## src/logic/a2e_bus_pkg.sv

```systemverilog
// Bus level types for the IIe controller; RAM addresses keep their top two bits at zero
`default_nettype none

package a2e_bus_pkg;

    typedef logic [15:0] addr_t;        // CPU address
    typedef logic [7:0]  byte_t;
    typedef logic [17:0] ram_addr_t;    // Word address into the 16-bit RAM
    typedef logic [13:0] rom_addr_t;    // 16K internal ROM

    // ------------------------------
    // Decoded target of one access
    typedef enum logic [3:0] {
        REG_RAM,
        REG_KBD,            // C00x, key data and IIe switch writes
        REG_STATUS,         // C01x
        REG_TAPE,           // C02x
        REG_SPEAKER,        // C03x
        REG_KSTB,           // C04x
        REG_VIDSW,          // C05x
        REG_GAME,           // C06x
        REG_PDL,            // C07x
        REG_LCARD,          // C08x
        REG_DEV,            // C090-C0FF
        REG_SLOT_IO,
        REG_SLOT_STRB,
        REG_ROM
    } region_t;

    // Map constants
    localparam addr_t        C8_RELEASE_ADR = 16'hCFFF;
    localparam logic [7:0]   C3_PAGE        = 8'hC3;    // Slot 3 firmware page
    localparam logic [3:0]   D_PAGE_HI      = 4'hD;     // Banked 4K of the language card

endpackage

`default_nettype wire

```

## src/logic/a2e_switch_pkg.sv

```systemverilog
// Soft switch and status offsets of the IIe; indices follow the address bits of C00x and C05x
`default_nettype none

package a2e_switch_pkg;

    // IIe switches, written at C00x with bits 3..1 as index
    localparam logic [2:0] SW_STORE80 = 3'd0;
    localparam logic [2:0] SW_RAMRD   = 3'd1;
    localparam logic [2:0] SW_RAMWRT  = 3'd2;
    localparam logic [2:0] SW_CXROM   = 3'd3;
    localparam logic [2:0] SW_ALTZP   = 3'd4;
    localparam logic [2:0] SW_C3ROM   = 3'd5;
    localparam logic [2:0] SW_COL80   = 3'd6;
    localparam logic [2:0] SW_ALTCHAR = 3'd7;

    // Video switches at C05x, 4-7 are annunciators
    localparam logic [2:0] VS_TEXT    = 3'd0;
    localparam logic [2:0] VS_MIXED   = 3'd1;
    localparam logic [2:0] VS_PAGE2   = 3'd2;
    localparam logic [2:0] VS_HIRES   = 3'd3;

    // ------------------------------
    // Status offsets within C01x
    localparam logic [3:0] ST_KEY     = 4'h0;
    localparam logic [3:0] ST_BANK2   = 4'h1;
    localparam logic [3:0] ST_LCRAM   = 4'h2;
    localparam logic [3:0] ST_RAMRD   = 4'h3;
    localparam logic [3:0] ST_RAMWRT  = 4'h4;
    localparam logic [3:0] ST_CXROM   = 4'h5;
    localparam logic [3:0] ST_ALTZP   = 4'h6;
    localparam logic [3:0] ST_C3ROM   = 4'h7;
    localparam logic [3:0] ST_STORE80 = 4'h8;
    localparam logic [3:0] ST_VBL     = 4'h9;
    localparam logic [3:0] ST_TEXT    = 4'hA;
    localparam logic [3:0] ST_MIXED   = 4'hB;
    localparam logic [3:0] ST_PAGE2   = 4'hC;
    localparam logic [3:0] ST_HIRES   = 4'hD;
    localparam logic [3:0] ST_ALTCHAR = 4'hE;
    localparam logic [3:0] ST_COL80   = 4'hF;

endpackage

`default_nettype wire

```

## src/logic/a2e_io_decode.sv

```systemverilog
// Region is combinational from the held address and reads as plain RAM while the bus is idle
`default_nettype none

module a2e_io_decode (
    input  wire                   CLK_14M,
    input  wire                   reset,
    input  a2e_bus_pkg::addr_t    adr,
    input  wire                   cyc_stb,
    input  wire                   access,
    input  wire                   cxrom,
    input  wire                   c3rom,
    output a2e_bus_pkg::region_t  region,
    output logic [2:0]            slot
);
    import a2e_bus_pkg::*;

    logic c8rom;    // Internal ROM owns C800-CFFF

    // ------------------------------
    // Address map walk
    always_comb
    begin
        if (adr[15:14] != 2'b11)
            region = REG_RAM;                   // 0000-BFFF
        else if (adr[13:12] != 2'b00)
            region = REG_ROM;                   // D000-FFFF
        else if (adr[11:8] == 4'h0)
        begin
            case (adr[7:4])
                4'h0:    region = REG_KBD;
                4'h1:    region = REG_STATUS;
                4'h2:    region = REG_TAPE;
                4'h3:    region = REG_SPEAKER;
                4'h4:    region = REG_KSTB;
                4'h5:    region = REG_VIDSW;
                4'h6:    region = REG_GAME;
                4'h7:    region = REG_PDL;
                4'h8:    region = REG_LCARD;
                default: region = REG_DEV;
            endcase
        end
        else if (adr[11])
            region = (cxrom || c8rom) ? REG_ROM : REG_SLOT_STRB;
        else if (adr[11:8] == 4'h3)
            region = (cxrom || !c3rom) ? REG_ROM : REG_SLOT_IO;
        else
            region = cxrom ? REG_ROM : REG_SLOT_IO;

        // Idle bus strobes nothing
        if (!cyc_stb)
            region = REG_RAM;
    end

    // Device slots from bits 6..4 in page C0, card slots from bits 10..8
    assign slot = (adr[11:8] == 4'h0) ? adr[6:4] : adr[10:8];

    // ------------------------------
    // C8ROM latch
    always_ff @(posedge CLK_14M)
    begin
        if (reset)
            c8rom <= 1'b0;
        else if (access)
        begin
            if (adr[15:8] == C3_PAGE && !c3rom)
                c8rom <= 1'b1;                  // Slot 3 firmware claims C8xx
            else if (adr == C8_RELEASE_ADR)
                c8rom <= 1'b0;
        end
    end

endmodule

`default_nettype wire

```

## src/logic/a2e_soft_switches.sv

```systemverilog
// Switch state changes only on the ack edge; status_bit shows the state before that edge
`default_nettype none

module a2e_soft_switches (
    input  wire                   CLK_14M,
    input  wire                   reset,
    input  wire                   access,
    input  wire                   we,
    input  wire  [3:0]            adr_low,
    input  a2e_bus_pkg::region_t  region,
    input  wire                   any_key,
    input  wire                   vbl,
    input  wire                   lc_bank1,
    input  wire                   lc_read,
    output logic [7:0]            iie_sw,
    output logic [7:0]            video_sw,
    output logic                  status_bit,
    output logic                  speaker,
    output logic                  read_key
);
    import a2e_bus_pkg::*;
    import a2e_switch_pkg::*;

    // ------------------------------
    // Switch registers
    always_ff @(posedge CLK_14M)
    begin
        if (reset)
        begin
            iie_sw   <= 8'h00;
            video_sw <= 8'h00;
            speaker  <= 1'b0;
            read_key <= 1'b0;
        end
        else
        begin
            // Key strobe clear on C010 read or any C01x write
            read_key <= access && region == REG_STATUS && (we || adr_low == ST_KEY);

            if (access && we && region == REG_KBD)
                iie_sw[adr_low[3:1]] <= adr_low[0];

            if (access && region == REG_VIDSW)
                video_sw[adr_low[3:1]] <= adr_low[0];   // Reads switch too

            if (access && region == REG_SPEAKER)
                speaker <= ~speaker;
        end
    end

    // ------------------------------
    // Status bit for C01x reads
    always_comb
    begin
        case (adr_low)
            ST_KEY:     status_bit = any_key;
            ST_BANK2:   status_bit = ~lc_bank1;
            ST_LCRAM:   status_bit = lc_read;
            ST_RAMRD:   status_bit = iie_sw[SW_RAMRD];
            ST_RAMWRT:  status_bit = iie_sw[SW_RAMWRT];
            ST_CXROM:   status_bit = iie_sw[SW_CXROM];
            ST_ALTZP:   status_bit = iie_sw[SW_ALTZP];
            ST_C3ROM:   status_bit = iie_sw[SW_C3ROM];
            ST_STORE80: status_bit = iie_sw[SW_STORE80];
            ST_VBL:     status_bit = ~vbl;          // High outside blanking
            ST_TEXT:    status_bit = video_sw[VS_TEXT];
            ST_MIXED:   status_bit = video_sw[VS_MIXED];
            ST_PAGE2:   status_bit = video_sw[VS_PAGE2];
            ST_HIRES:   status_bit = video_sw[VS_HIRES];
            ST_ALTCHAR: status_bit = iie_sw[SW_ALTCHAR];
            ST_COL80:   status_bit = iie_sw[SW_COL80];
            default:    status_bit = 1'b0;
        endcase
    end

endmodule

`default_nettype wire

```

## src/logic/a2e_mem_map.sv

```systemverilog
// Language card leaves reset with bank 2, ROM read and RAM write enabled, as on the IIe
`default_nettype none

module a2e_mem_map (
    input  wire                     CLK_14M,
    input  wire                     reset,
    input  wire                     access,
    input  wire                     cyc_stb,
    input  wire                     we,
    input  a2e_bus_pkg::addr_t      adr,
    input  a2e_bus_pkg::region_t    region,
    input  wire  [7:0]              iie_sw,
    input  wire  [7:0]              video_sw,
    output logic                    lc_bank1,
    output logic                    lc_read,
    output logic                    lc_read_en,
    output a2e_bus_pkg::ram_addr_t  ram_addr,
    output logic                    ram_aux,
    output logic                    ram_we
);
    import a2e_bus_pkg::*;
    import a2e_switch_pkg::*;

    logic lc_pre_wr;    // First of two odd reads seen
    logic lc_wr_n;
    logic hi_ram;       // D000-FFFF
    logic dxxx;
    logic lc_write_en;
    logic rd_wr_aux;    // Aux choice from RAMRD or RAMWRT

    // ------------------------------
    // Language card state
    always_ff @(posedge CLK_14M)
    begin
        if (reset)
        begin
            lc_bank1  <= 1'b0;
            lc_read   <= 1'b0;
            lc_pre_wr <= 1'b0;
            lc_wr_n   <= 1'b0;
        end
        else if (access && region == REG_LCARD)
        begin
            lc_bank1  <= adr[3];
            lc_pre_wr <= adr[0] & ~we;
            if (lc_pre_wr && !we && adr[0])
                lc_wr_n <= 1'b0;
            else if (!adr[0])
                lc_wr_n <= 1'b1;
            lc_read   <= ~(adr[0] ^ adr[1]);
        end
    end

    assign hi_ram      = (region == REG_ROM) && (adr[15:12] >= D_PAGE_HI);
    assign dxxx        = (adr[15:12] == D_PAGE_HI);
    assign lc_read_en  = lc_read & hi_ram;
    assign lc_write_en = ~lc_wr_n & hi_ram;

    // Bank 1 sits at C000-CFFF of the RAM
    assign ram_addr = cyc_stb ?
                      {2'b00, adr[15:13], adr[12] & ~(lc_bank1 & dxxx), adr[11:0]} :
                      '0;

    assign ram_we = access & we & ((region == REG_RAM) | lc_write_en);

    // ------------------------------
    // Main or aux lane
    assign rd_wr_aux = we ? iie_sw[SW_RAMWRT] : iie_sw[SW_RAMRD];

    always_comb
    begin
        if (adr[15:9] == 7'b0000000 || adr[15:14] == 2'b11)
            ram_aux = iie_sw[SW_ALTZP];             // Pages 00-01, C0-FF
        else if (adr[15:10] == 6'b000001)           // Text page 1
            ram_aux = iie_sw[SW_STORE80] ? video_sw[VS_PAGE2] : rd_wr_aux;
        else if (adr[15:13] == 3'b001)              // Hires page 1
            ram_aux = (iie_sw[SW_STORE80] && video_sw[VS_HIRES]) ?
                      video_sw[VS_PAGE2] : rd_wr_aux;
        else
            ram_aux = rd_wr_aux;
    end

endmodule

`default_nettype wire

```

## src/logic/a2e_io_core.sv

```systemverilog
// Wishbone classic slave with one wait state; RAM and ROM must return data one cycle after address
`default_nettype none

module a2e_io_core (
    input  wire                     CLK_14M,
    input  wire                     reset,
    // Wishbone slave
    input  wire                     wb_cyc,
    input  wire                     wb_stb,
    input  wire                     wb_we,
    input  a2e_bus_pkg::addr_t      wb_adr,
    input  a2e_bus_pkg::byte_t      wb_dat_w,
    output a2e_bus_pkg::byte_t      wb_dat_r,
    output logic                    wb_ack,
    // External RAM, low byte main and high byte aux
    output a2e_bus_pkg::ram_addr_t  ram_addr,
    output a2e_bus_pkg::byte_t      ram_dat_w,
    output logic                    ram_we,
    output logic                    ram_aux,
    input  wire  [15:0]             ram_do,
    output a2e_bus_pkg::rom_addr_t  rom_addr,
    input  a2e_bus_pkg::byte_t      rom_data,
    // Keyboard
    input  a2e_bus_pkg::byte_t      key_data,
    input  wire                     any_key,
    output logic                    read_key,
    input  wire  [7:0]              game_in,
    input  wire                     vbl,
    input  a2e_bus_pkg::byte_t      periph_data,
    output logic [7:0]              io_select,
    output logic [7:0]              dev_select,
    output logic                    io_strobe,
    output logic                    pdl_strobe,
    output logic                    kbd_strobe,
    output logic [3:0]              annunciator,
    output logic [3:0]              video_mode,
    output logic                    col80,
    output logic                    altchar,
    output logic                    speaker
);
    import a2e_bus_pkg::*;
    import a2e_switch_pkg::*;

    logic    cyc_stb;
    logic    access;     // Last cycle of an access
    region_t region;
    logic [2:0] slot;
    logic [7:0] iie_sw;
    logic [7:0] video_sw;
    logic    status_bit;
    logic    lc_bank1;
    logic    lc_read;
    logic    lc_read_en;
    byte_t   ram_byte;
    logic    floating;

    assign cyc_stb = wb_cyc & wb_stb;
    assign access  = cyc_stb & wb_ack;

    // ------------------------------
    // Handshake
    always_ff @(posedge CLK_14M)
    begin
        if (reset)
            wb_ack <= 1'b0;
        else
            wb_ack <= cyc_stb & ~wb_ack;    // Single cycle ack
    end

    a2e_io_decode u_decode (
        .CLK_14M (CLK_14M),
        .reset   (reset),
        .adr     (wb_adr),
        .cyc_stb (cyc_stb),
        .access  (access),
        .cxrom   (iie_sw[SW_CXROM]),
        .c3rom   (iie_sw[SW_C3ROM]),
        .region  (region),
        .slot    (slot)
    );

    a2e_soft_switches u_switches (
        .CLK_14M    (CLK_14M),
        .reset      (reset),
        .access     (access),
        .we         (wb_we),
        .adr_low    (wb_adr[3:0]),
        .region     (region),
        .any_key    (any_key),
        .vbl        (vbl),
        .lc_bank1   (lc_bank1),
        .lc_read    (lc_read),
        .iie_sw     (iie_sw),
        .video_sw   (video_sw),
        .status_bit (status_bit),
        .speaker    (speaker),
        .read_key   (read_key)
    );

    a2e_mem_map u_mem_map (
        .CLK_14M    (CLK_14M),
        .reset      (reset),
        .access     (access),
        .cyc_stb    (cyc_stb),
        .we         (wb_we),
        .adr        (wb_adr),
        .region     (region),
        .iie_sw     (iie_sw),
        .video_sw   (video_sw),
        .lc_bank1   (lc_bank1),
        .lc_read    (lc_read),
        .lc_read_en (lc_read_en),
        .ram_addr   (ram_addr),
        .ram_aux    (ram_aux),
        .ram_we     (ram_we)
    );

    assign ram_dat_w = wb_dat_w;
    assign rom_addr  = cyc_stb ? wb_adr[13:0] : '0;
    assign ram_byte  = ram_aux ? ram_do[15:8] : ram_do[7:0];

    // Switch pages with nothing to drive, video data is not modelled
    assign floating = (region == REG_TAPE) || (region == REG_SPEAKER) ||
                      (region == REG_KSTB) || (region == REG_VIDSW) ||
                      (region == REG_PDL) || (region == REG_LCARD) ||
                      (wb_adr == C8_RELEASE_ADR);

    // ------------------------------
    // Read data in priority order
    always_comb
    begin
        if (region == REG_RAM || lc_read_en)
            wb_dat_r = ram_byte;
        else if (region == REG_KBD)
            wb_dat_r = key_data;
        else if (region == REG_STATUS)
            wb_dat_r = {status_bit, key_data[6:0]};
        else if (region == REG_GAME)
            wb_dat_r = {game_in[wb_adr[2:0]], 7'b0000000};
        else if (region == REG_ROM)
            wb_dat_r = rom_data;
        else if (floating)
            wb_dat_r = 8'h00;
        else
            wb_dat_r = periph_data;
    end

    // Region already reads RAM on an idle bus, so selects stay low
    assign io_select  = (region == REG_SLOT_IO) ? (8'h01 << slot) : 8'h00;
    assign dev_select = (region == REG_DEV) ? (8'h01 << slot) : 8'h00;
    assign io_strobe  = (region == REG_SLOT_STRB);
    assign pdl_strobe = (region == REG_PDL);
    assign kbd_strobe = (region == REG_KSTB);

    assign video_mode  = video_sw[3:0];
    assign annunciator = video_sw[7:4];
    assign col80       = iie_sw[SW_COL80];
    assign altchar     = iie_sw[SW_ALTCHAR];

endmodule

`default_nettype wire

```

## config.mk

```make
export PLATFORM = sky130hd
export DESIGN_NAME = a2e_io_core
export DESIGN_NICKNAME = d
export VERILOG_FILES = /design/src/logic/a2e_bus_pkg.sv /design/src/logic/a2e_switch_pkg.sv /design/src/logic/a2e_io_decode.sv /design/src/logic/a2e_soft_switches.sv /design/src/logic/a2e_mem_map.sv /design/src/logic/a2e_io_core.sv
export SDC_FILE = /design/constraint.sdc
export NUM_CORES = 1
export LEC_CHECK = 0
export BUFFER_PORTS_ARGS = -buffer_cell sky130_fd_sc_hd__buf_2
export CORE_ASPECT_RATIO = 0.75
export CORE_MARGIN = 2
export CORE_UTILIZATION = 45
export CTS_CLUSTER_DIAMETER = 60
export CTS_CLUSTER_SIZE = 10
export DETAILED_ROUTE_END_ITERATION = 7
export PLACE_DENSITY = 0.83
export SETUP_SLACK_MARGIN = 0.2
export SLEW_MARGIN = 25
export SYNTH_ARGS = -nofsm -noshare
export SYNTH_HDL_FRONTEND = slang
export SYNTH_SLANG_ARGS = --single-unit
```

## constraint.sdc

```tcl
create_clock -name CLK_14M -period 3.23 [get_ports CLK_14M]
set_clock_uncertainty 0.05 [all_clocks]
set_input_delay 0.323 -clock CLK_14M [delete_from_list [all_inputs] [get_ports CLK_14M]]
set_output_delay 0.323 -clock CLK_14M [all_outputs]
set_load 0.005 [all_outputs]
```

==> results of run 1 <==
[per-layer routing]
metal  track usage [%]  up-vias
met5                 0        -
met4              7.35        0
met3              6.92       24
met2              46.0      221
met1              37.7     1653
li1                  -     1588
[worst min-delay path, cell delays in order]
cell and delay, ns:
buf_2 0.15, mux2i_1 0.09, nor2_1 0.08
[what timing repair did]
| action | CTS | global route |
|---|---|---|
| hold endpoints to repair | 0 | 0 |
| hold buffers | 0 | 0 |
| setup buffers | 3 | 6 |
| pin swaps | 3 | 21 |
| resized for setup | 5 | 27 |
| setup endpoints to repair | 8 | 18 |
| cloned | 0 | 1 |
[synthesized netlist by cell type, drive strengths merged, types with 2 or more instances]
cell     count
mux2        12
a32oi        8
a21o         3
nand3       26
and4         4
a211oi       3
nor3        12
nand2       29
or3          2
nand4        8
a31oi       10
nor4         6
or2          2
nor2        63
o21bai       2
ha           7
o31ai        2
a2111oi      3
or4          4
nor2b        4
a21oi       14
o21a         2
mux2i       17
o211ai       2
buf         32
dfxtp       24
and3        11
inv         10
nand2b       4
mux4         2
o21ai       10
clkbuf      10
a22oi        3
[per-stage QoR]
step                instance area [µm²]  hold WS (ns)  instances  setup WS, ns
global route                       3710         0.391        579        0.0762
global placement                   3400         0.395        565         0.112
CTS                                3510         0.342        572         0.180
detailed placement                 3400         0.403        565        0.0175
finish                             3710         0.342        579         0.122
floorplan                          2710         0.342        366         0.332
[area by class of cell]
type / count / area [µm²]
fill: 511 / 2090
clock inverter: 1 / 30.0
tap: 78 / 97.6
inverter: 10 / 37.5
clock buffer: 3 / 41.3
multi-input combinational: 291 / 2060
sequential: 24 / 480
timing repair buffer: 172 / 958
[kinds of logic after synthesis]
kind of cell,after synthesis
other cells,1
xor+xnor,1
compound gates,69
fa+ha+maj,7
flops,24
mux,31
simple gates,179
buf+inv,52
[power by group through the flow]
stage	Sequential, W	Clock, W	Combinational [W]
2_1_floorplan	0.000304	0	0.000143
3_3_place_gp	0.000304	0	0.000234
3_5_place_dp	0.000304	0	0.000238
4_1_cts	0.000297	0.000275	0.000243
5_1_grt	0.000297	0.000284	0.000288
6_report	0.000297	0.000271	0.000267
[final timing paths]
| check | startpoint | end | cells after the start |
|---|---|---|---|
| min | wb_adr[0] | u_switches.iie_sw[0] | 3 |
| max | wb_adr[11] | wb_dat_r[6] | 11 |
| max reg2reg | u_switches.iie_sw[3] | u_switches.iie_sw[6] | 10 |
| min reg2reg | u_switches.video_sw[4] | u_switches.video_sw[4] | 2 |
==> metrics.yaml, run 1 <==
final_layout:
  drive_above_1_share_pct: 44.9
  num_antenna_cells: 0
  mostFrequentLayoutCells: "139 x buf_2, 63 x nor2_1, 29 x nand2_1, 29 x buf_4, 24 x dfxtp_1"
  top_regs: "u_switches.iie_sw: 8 flops, u_switches.video_sw: 8 flops"
  layout_commonest_cell: "buf_2"
  final_util_pct: 64.0
  nNetsFinal: 588
  area_growth_pct: 37.4
yosys:
  synth.avg_cell_area_um2: 7.41
  synth_edf_count: 0
  yosys-top-cells-area: "dfxtp_1 18%, nor2_1 8.8%, buf_4 7.5%"
  syn-cell-area_um2: 2700
  synth.area.mux_share_pct: 13.1
  synth_top_area_share_pct: 17.8
  ys_types: 59
  synth-xor-area-share_pct: 0.325
  synth_ff_type: "dfxtp_1"
  yosysSeqAreaShare_pct: 17.8
  synth_top_family_by_area: "simple AND/OR/NAND/NOR gates"
  synthCells: 364
  yosys.area_share.adder_pct: 3.25
  yosys.area_share.simple_pct: 33.8
  ys_warn_count: 0
  synth_compound_area_share_pct: 20.1
  synthArstFlopShare_pct: 0
  synth_top_cell_by_area: "dfxtp_1"
  synth-seq-cells: 24
clocking:
  cts_num_sinks: 24
  clock_latency_ns: 0.27
  tritoncts: "done"
  cts_made_buffers: 3
  cts.path.max_buffers: 2
  htree_levels: 1
  path_clk_slew_ns: 0.10
  clock-root-buffer: "clkbuf_8"
detailed_routing:
  maxUsedRoutingLayer: "met4"
  drtIter0Drc: 376
  drc_errors: 0
  routed_via_density: 6.02
  drt_first_pass_iters: 5
  post_drt_wl_per_cell_um: 17.8
  met1_length_um: 4300
  vias: 3486
  routed-wl-met2_um: 4820
  totalWireLength_um: 10300
  antenna_left: 0
  dr_wl_met3_um: 979
power:
  p_comb_share_pct: 32.0
  p_total_w: 0.000835
  p_sw_w: 0.000258
  powerDensity_nw_per_um2: 225
  p_int_w: 0.000578
  p_clk_share_pct: 32.5
  seqPwrFrac_pct: 35.5
  netSwitchingFraction_pct: 30.8
  peakVddDrop_v: 0.000185
  p_leak_nw: 1.79
setup_path:
  crit_path_start_kind: "input pin"
  r2r_setup_slack_ns: 0.71
  arrival_ns: 2.74
  critPathMaxFanout: 4
  worstSetupEndpointType: "primary output"
  worstSetupPathType: "in2out"
  cp.buffers_inverters: 4
  cp_top_family: "compound AO/OA/AOI/OAI gates"
  cpMaxStageDelayCell: "or4_4"
  slowest_delay_ns: 0.54
  crit_path_frequent_cell: "buf_6"
  crit_chain: "buf_6 > or4_4 > o32a_1 > buf_6 > o21ai_4 > o31ai_4 > a211oi_4 > buf_4 > nand3_1 > a31oi_1 > buf_2"
  critPathRequiredTime_ns: 2.86
sta:
  fmax_mhz: 322
  drv_slew: 0
  setup_violations: 0
  rsz0062_at_grt: "yes"
  final.setup.tns_ns: 0
  finalCriticalPeriod_ns: 3.11
  period_share_pct: 96.2
  hold_viol: 0
die:
  die_y_um: 71.1
  rows: 24
  ios: 161
  design.core.area_um2: 5800
  start_util_pct: 46.6
  dieArea_um2: 6640
  die_w_um: 93.4
job:
  cap_violations: 0
worst_hold_path:
  min_path_type: "in2reg"
global_route:
  grt_use_total_pct: 28.3
  overflow: 0
  antenna_found_initial: 0
  grt_pass1_wl_um: 15200
  first_global_vias: 3108
  grt_max_degree: 25
placed_design:
  io_buffers: 141
  gp_congestion: 0.960
  dp_hpwl_um: 7590
outcome:
  outcome: "complete, no violations"
(Power assumes the default switching activity.)
==> run 2, diff against run 1 <==
- ABC_AREA: default -> 0
- CORE_UTILIZATION: 45 -> 44
- PLACE_DENSITY: 0.83 -> 0.81
- SYNTH_HIERARCHICAL: default -> 1
==> run 2 against run 1 <==
Fmax up 8.2%. Utilization down 2.5 points. Register-to-register slack better by 0.15 ns. Critical path type is now reg2out. Largest power group unchanged.
==> metrics.yaml, run 2 <==
outcome:
  outcome: "complete, no violations"
detailed_routing:
  routed_via_density: 5.95
  post_drt_wl_per_cell_um: 16.6
  routed-wl-met2_um: 4080
  totalWireLength_um: 9170
  drtIter0Drc: 246
  dr_wl_met3_um: 900
  drt_first_pass_iters: 5
  antenna_left: 0
  met1_length_um: 4080
  maxUsedRoutingLayer: "met4"
  drc_errors: 0
  vias: 3290
power:
  peakVddDrop_v: 0.000170
  netSwitchingFraction_pct: 31.9
  p_int_w: 0.000502
  p_leak_nw: 1.82
  p_sw_w: 0.000235
  seqPwrFrac_pct: 40.2
  p_total_w: 0.000737
  p_comb_share_pct: 35.6
  p_clk_share_pct: 24.2
  powerDensity_nw_per_um2: 206
sta:
  setup_violations: 0
  tightestPinTransition_ns: 0.577
  rsz0062_at_grt: "no"
  drv_slew: 0
  hold_viol: 0
  period_share_pct: 88.9
  final.setup.tns_ns: 0
  fmax_mhz: 348
  hold_slack_ns: 0.357
  layout_setup_ws_ns: 0.357
  finalCriticalPeriod_ns: 2.87
  slew_headroom_pct: 61.3
placed_design:
  dp_hpwl_um: 6870
  dpl_worst_slack_ns: 0.209
  gp_congestion: 0.873
  io_buffers: 142
final_layout:
  nNetsFinal: 559
  final_util_pct: 61.5
  num_antenna_cells: 0
  top_regs: "u_switches/iie_sw: 8 flops, u_switches/video_sw: 8 flops"
  area_growth_pct: 34.2
  fillers: 527
  layout_commonest_cell: "buf_2"
  mostFrequentLayoutCells: "142 x buf_2, 42 x nor2_1, 27 x mux2i_1"
  drive_above_1_share_pct: 42.3
yosys:
  synth_top_cell_by_area: "dfxtp_1"
  yosys-top-cells-area: "dfxtp_1 18%, mux2i_1 10%, nor2_1 5.9%"
  synth_ff_type: "dfxtp_1"
  synthArstFlopShare_pct: 0
  synth_common_cells: "42 x nor2_1, 27 x mux2i_1, 24 x dfxtp_1"
  yosys.area_share.simple_pct: 39.0
  synth_top_area_share_pct: 18.0
  synthCells: 337
  synth.area.mux_share_pct: 15.7
  synth_edf_count: 0
  ys_warn_count: 6
  synth-seq-cells: 24
  synth.most_common_cell: "nor2_1"
  synth_top_family_by_area: "simple AND/OR/NAND/NOR gates"
  synth-xor-area-share_pct: 1.31
  synth_compound_area_share_pct: 16.1
  syn-cell-area_um2: 2670
  ys_types: 71
  yosysSeqAreaShare_pct: 18.0
  yosys.area_share.adder_pct: 1.41
  synth.avg_cell_area_um2: 7.92
clocking:
  clock_latency_ns: 0.27
  tritoncts: "done"
  cts.path.max_buffers: 2
  cts_made_buffers: 3
  clock-root-buffer: "clkbuf_8"
  cts_num_sinks: 24
  cts_hold_buffers: 0
  htree_levels: 1
  path_clk_slew_ns: 0.08
setup_path:
  arrival_ns: 2.50
  slowest_delay_ns: 0.46
  critPathMaxFanout: 6
  crit_path_start_kind: "flip-flop"
  critPathRequiredTime_ns: 2.86
  cpMaxStageDelayCell: "or4_1"
  worstSetupPathType: "reg2out"
  crit_chain: "a2111oi_2 > buf_4 > and4b_4 > nor2b_1 > a2bb2oi_1 > or4_1 > o211ai_2 > buf_2"
  worstSetupEndpointType: "primary output"
global_route:
  overflow: 0
  first_global_vias: 2915
  grt_pass1_wl_um: 14200
  grt_use_total_pct: 26.0
  grt_max_degree: 29
  antenna_found_initial: 0
die:
  rows: 24
  die_w_um: 94.0
  ios: 161
  design.core.area_um2: 5830
  dieArea_um2: 6710
  start_util_pct: 45.8
  die_y_um: 71.5
worst_hold_path:
  min_path_type: "in2reg"
job:
  cap_violations: 0
## run 2: cell types whose count changed after synthesis, sizes merged, moves of 7 or more
| cell | delta |
|---|---|
| and2 | +18 |
| mux2 | -8 |
| a221oi | +7 |
| mux2i | +10 |
| nor2 | -20 |
| nand3 | -10 |
| buf | -8 |
| a21oi | -9 |
| nand2 | -21 |
| a32oi | -8 |
## run 2: layer usage
layer / track usage [%] / vias to the layer above
met4: 4.03 / 0
met3: 3.68 / 12
met5: 0 / -
met2: 41.3 / 203
met1: 38.2 / 1539
li1: - / 1536
## run 2: path summary, 6_finish.rpt
path | startpoint | end | slack, ns | cells past startpoint
worst max-delay path | u_switches/iie_sw[3] | wb_dat_r[7] | 0.36 | 8
worst min-delay path | wb_we | u_switches/read_key | 0.36 | 3
worst min register to register | wb_ack | wb_ack | 0.40 | 1
worst max register to register | u_switches/iie_sw[3] | u_switches/video_sw[1] | 0.86 | 9
## run 2: per-stage QoR
step,cells,instance area [µm²]
finish,553,3580
global route,553,3580
CTS,548,3500
detailed placement,545,3450
global placement,545,3450
floorplan,338,2690
## run 2: kinds of logic (layout without fill, tap and decap cells)
kind of cell               count (synthesis)  count (layout)
AOI/OAI and AO/OA                         54              54
xor gates and xnor gates                   4               4
adders and majority gates                  3               3
buffers and inverters                     41             178
DFF                                       24              24
muxes                                     35              35
other                                      1               2
and+or+nand+nor                          175             175
## run 2: layout make-up
cell class | instances | area, µm² | area share [%]
inverters | 9 | 33.8 | 0.943
well taps | 78 | 97.6 | 2.72
flip-flops and latches | 24 | 482 | 13.4
clock buffers | 3 | 41.3 | 1.15
multi-input cells | 273 | 2030 | 56.8
repair buffers | 166 | 895 | 25.0
## run 2: power by group through the flow
stage / Sequential, W / Combinational, W / Clock (W)
2_1_floorplan: 0.000303 / 0.000137 / 0
3_3_place_gp: 0.000303 / 0.000247 / 0
3_5_place_dp: 0.000303 / 0.000251 / 0
4_1_cts: 0.000296 / 0.000254 / 0.000183
5_1_grt: 0.000297 / 0.000288 / 0.000190
6_report: 0.000296 / 0.000262 / 0.000178
## run 2: what timing repair did
item                                    4_1_cts  5_1_grt
pin swaps                                     0        3
endpoints found under the setup margin        8        9
setup buffers                                 0        5
gates resized for setup                       4       10
endpoints found under the hold margin         0        0
## run 2: critical path, delay by kind of cell, from the launching register on
| family | cells | cell delay, ns |
|---|---|---|
| flip-flops | 1 | 0.36 |
| buffers and inverters | 2 | 0.30 |
| AND/OR/NAND/NOR | 3 | 1.01 |
| AO/OA/AOI/OAI | 3 | 0.55 |
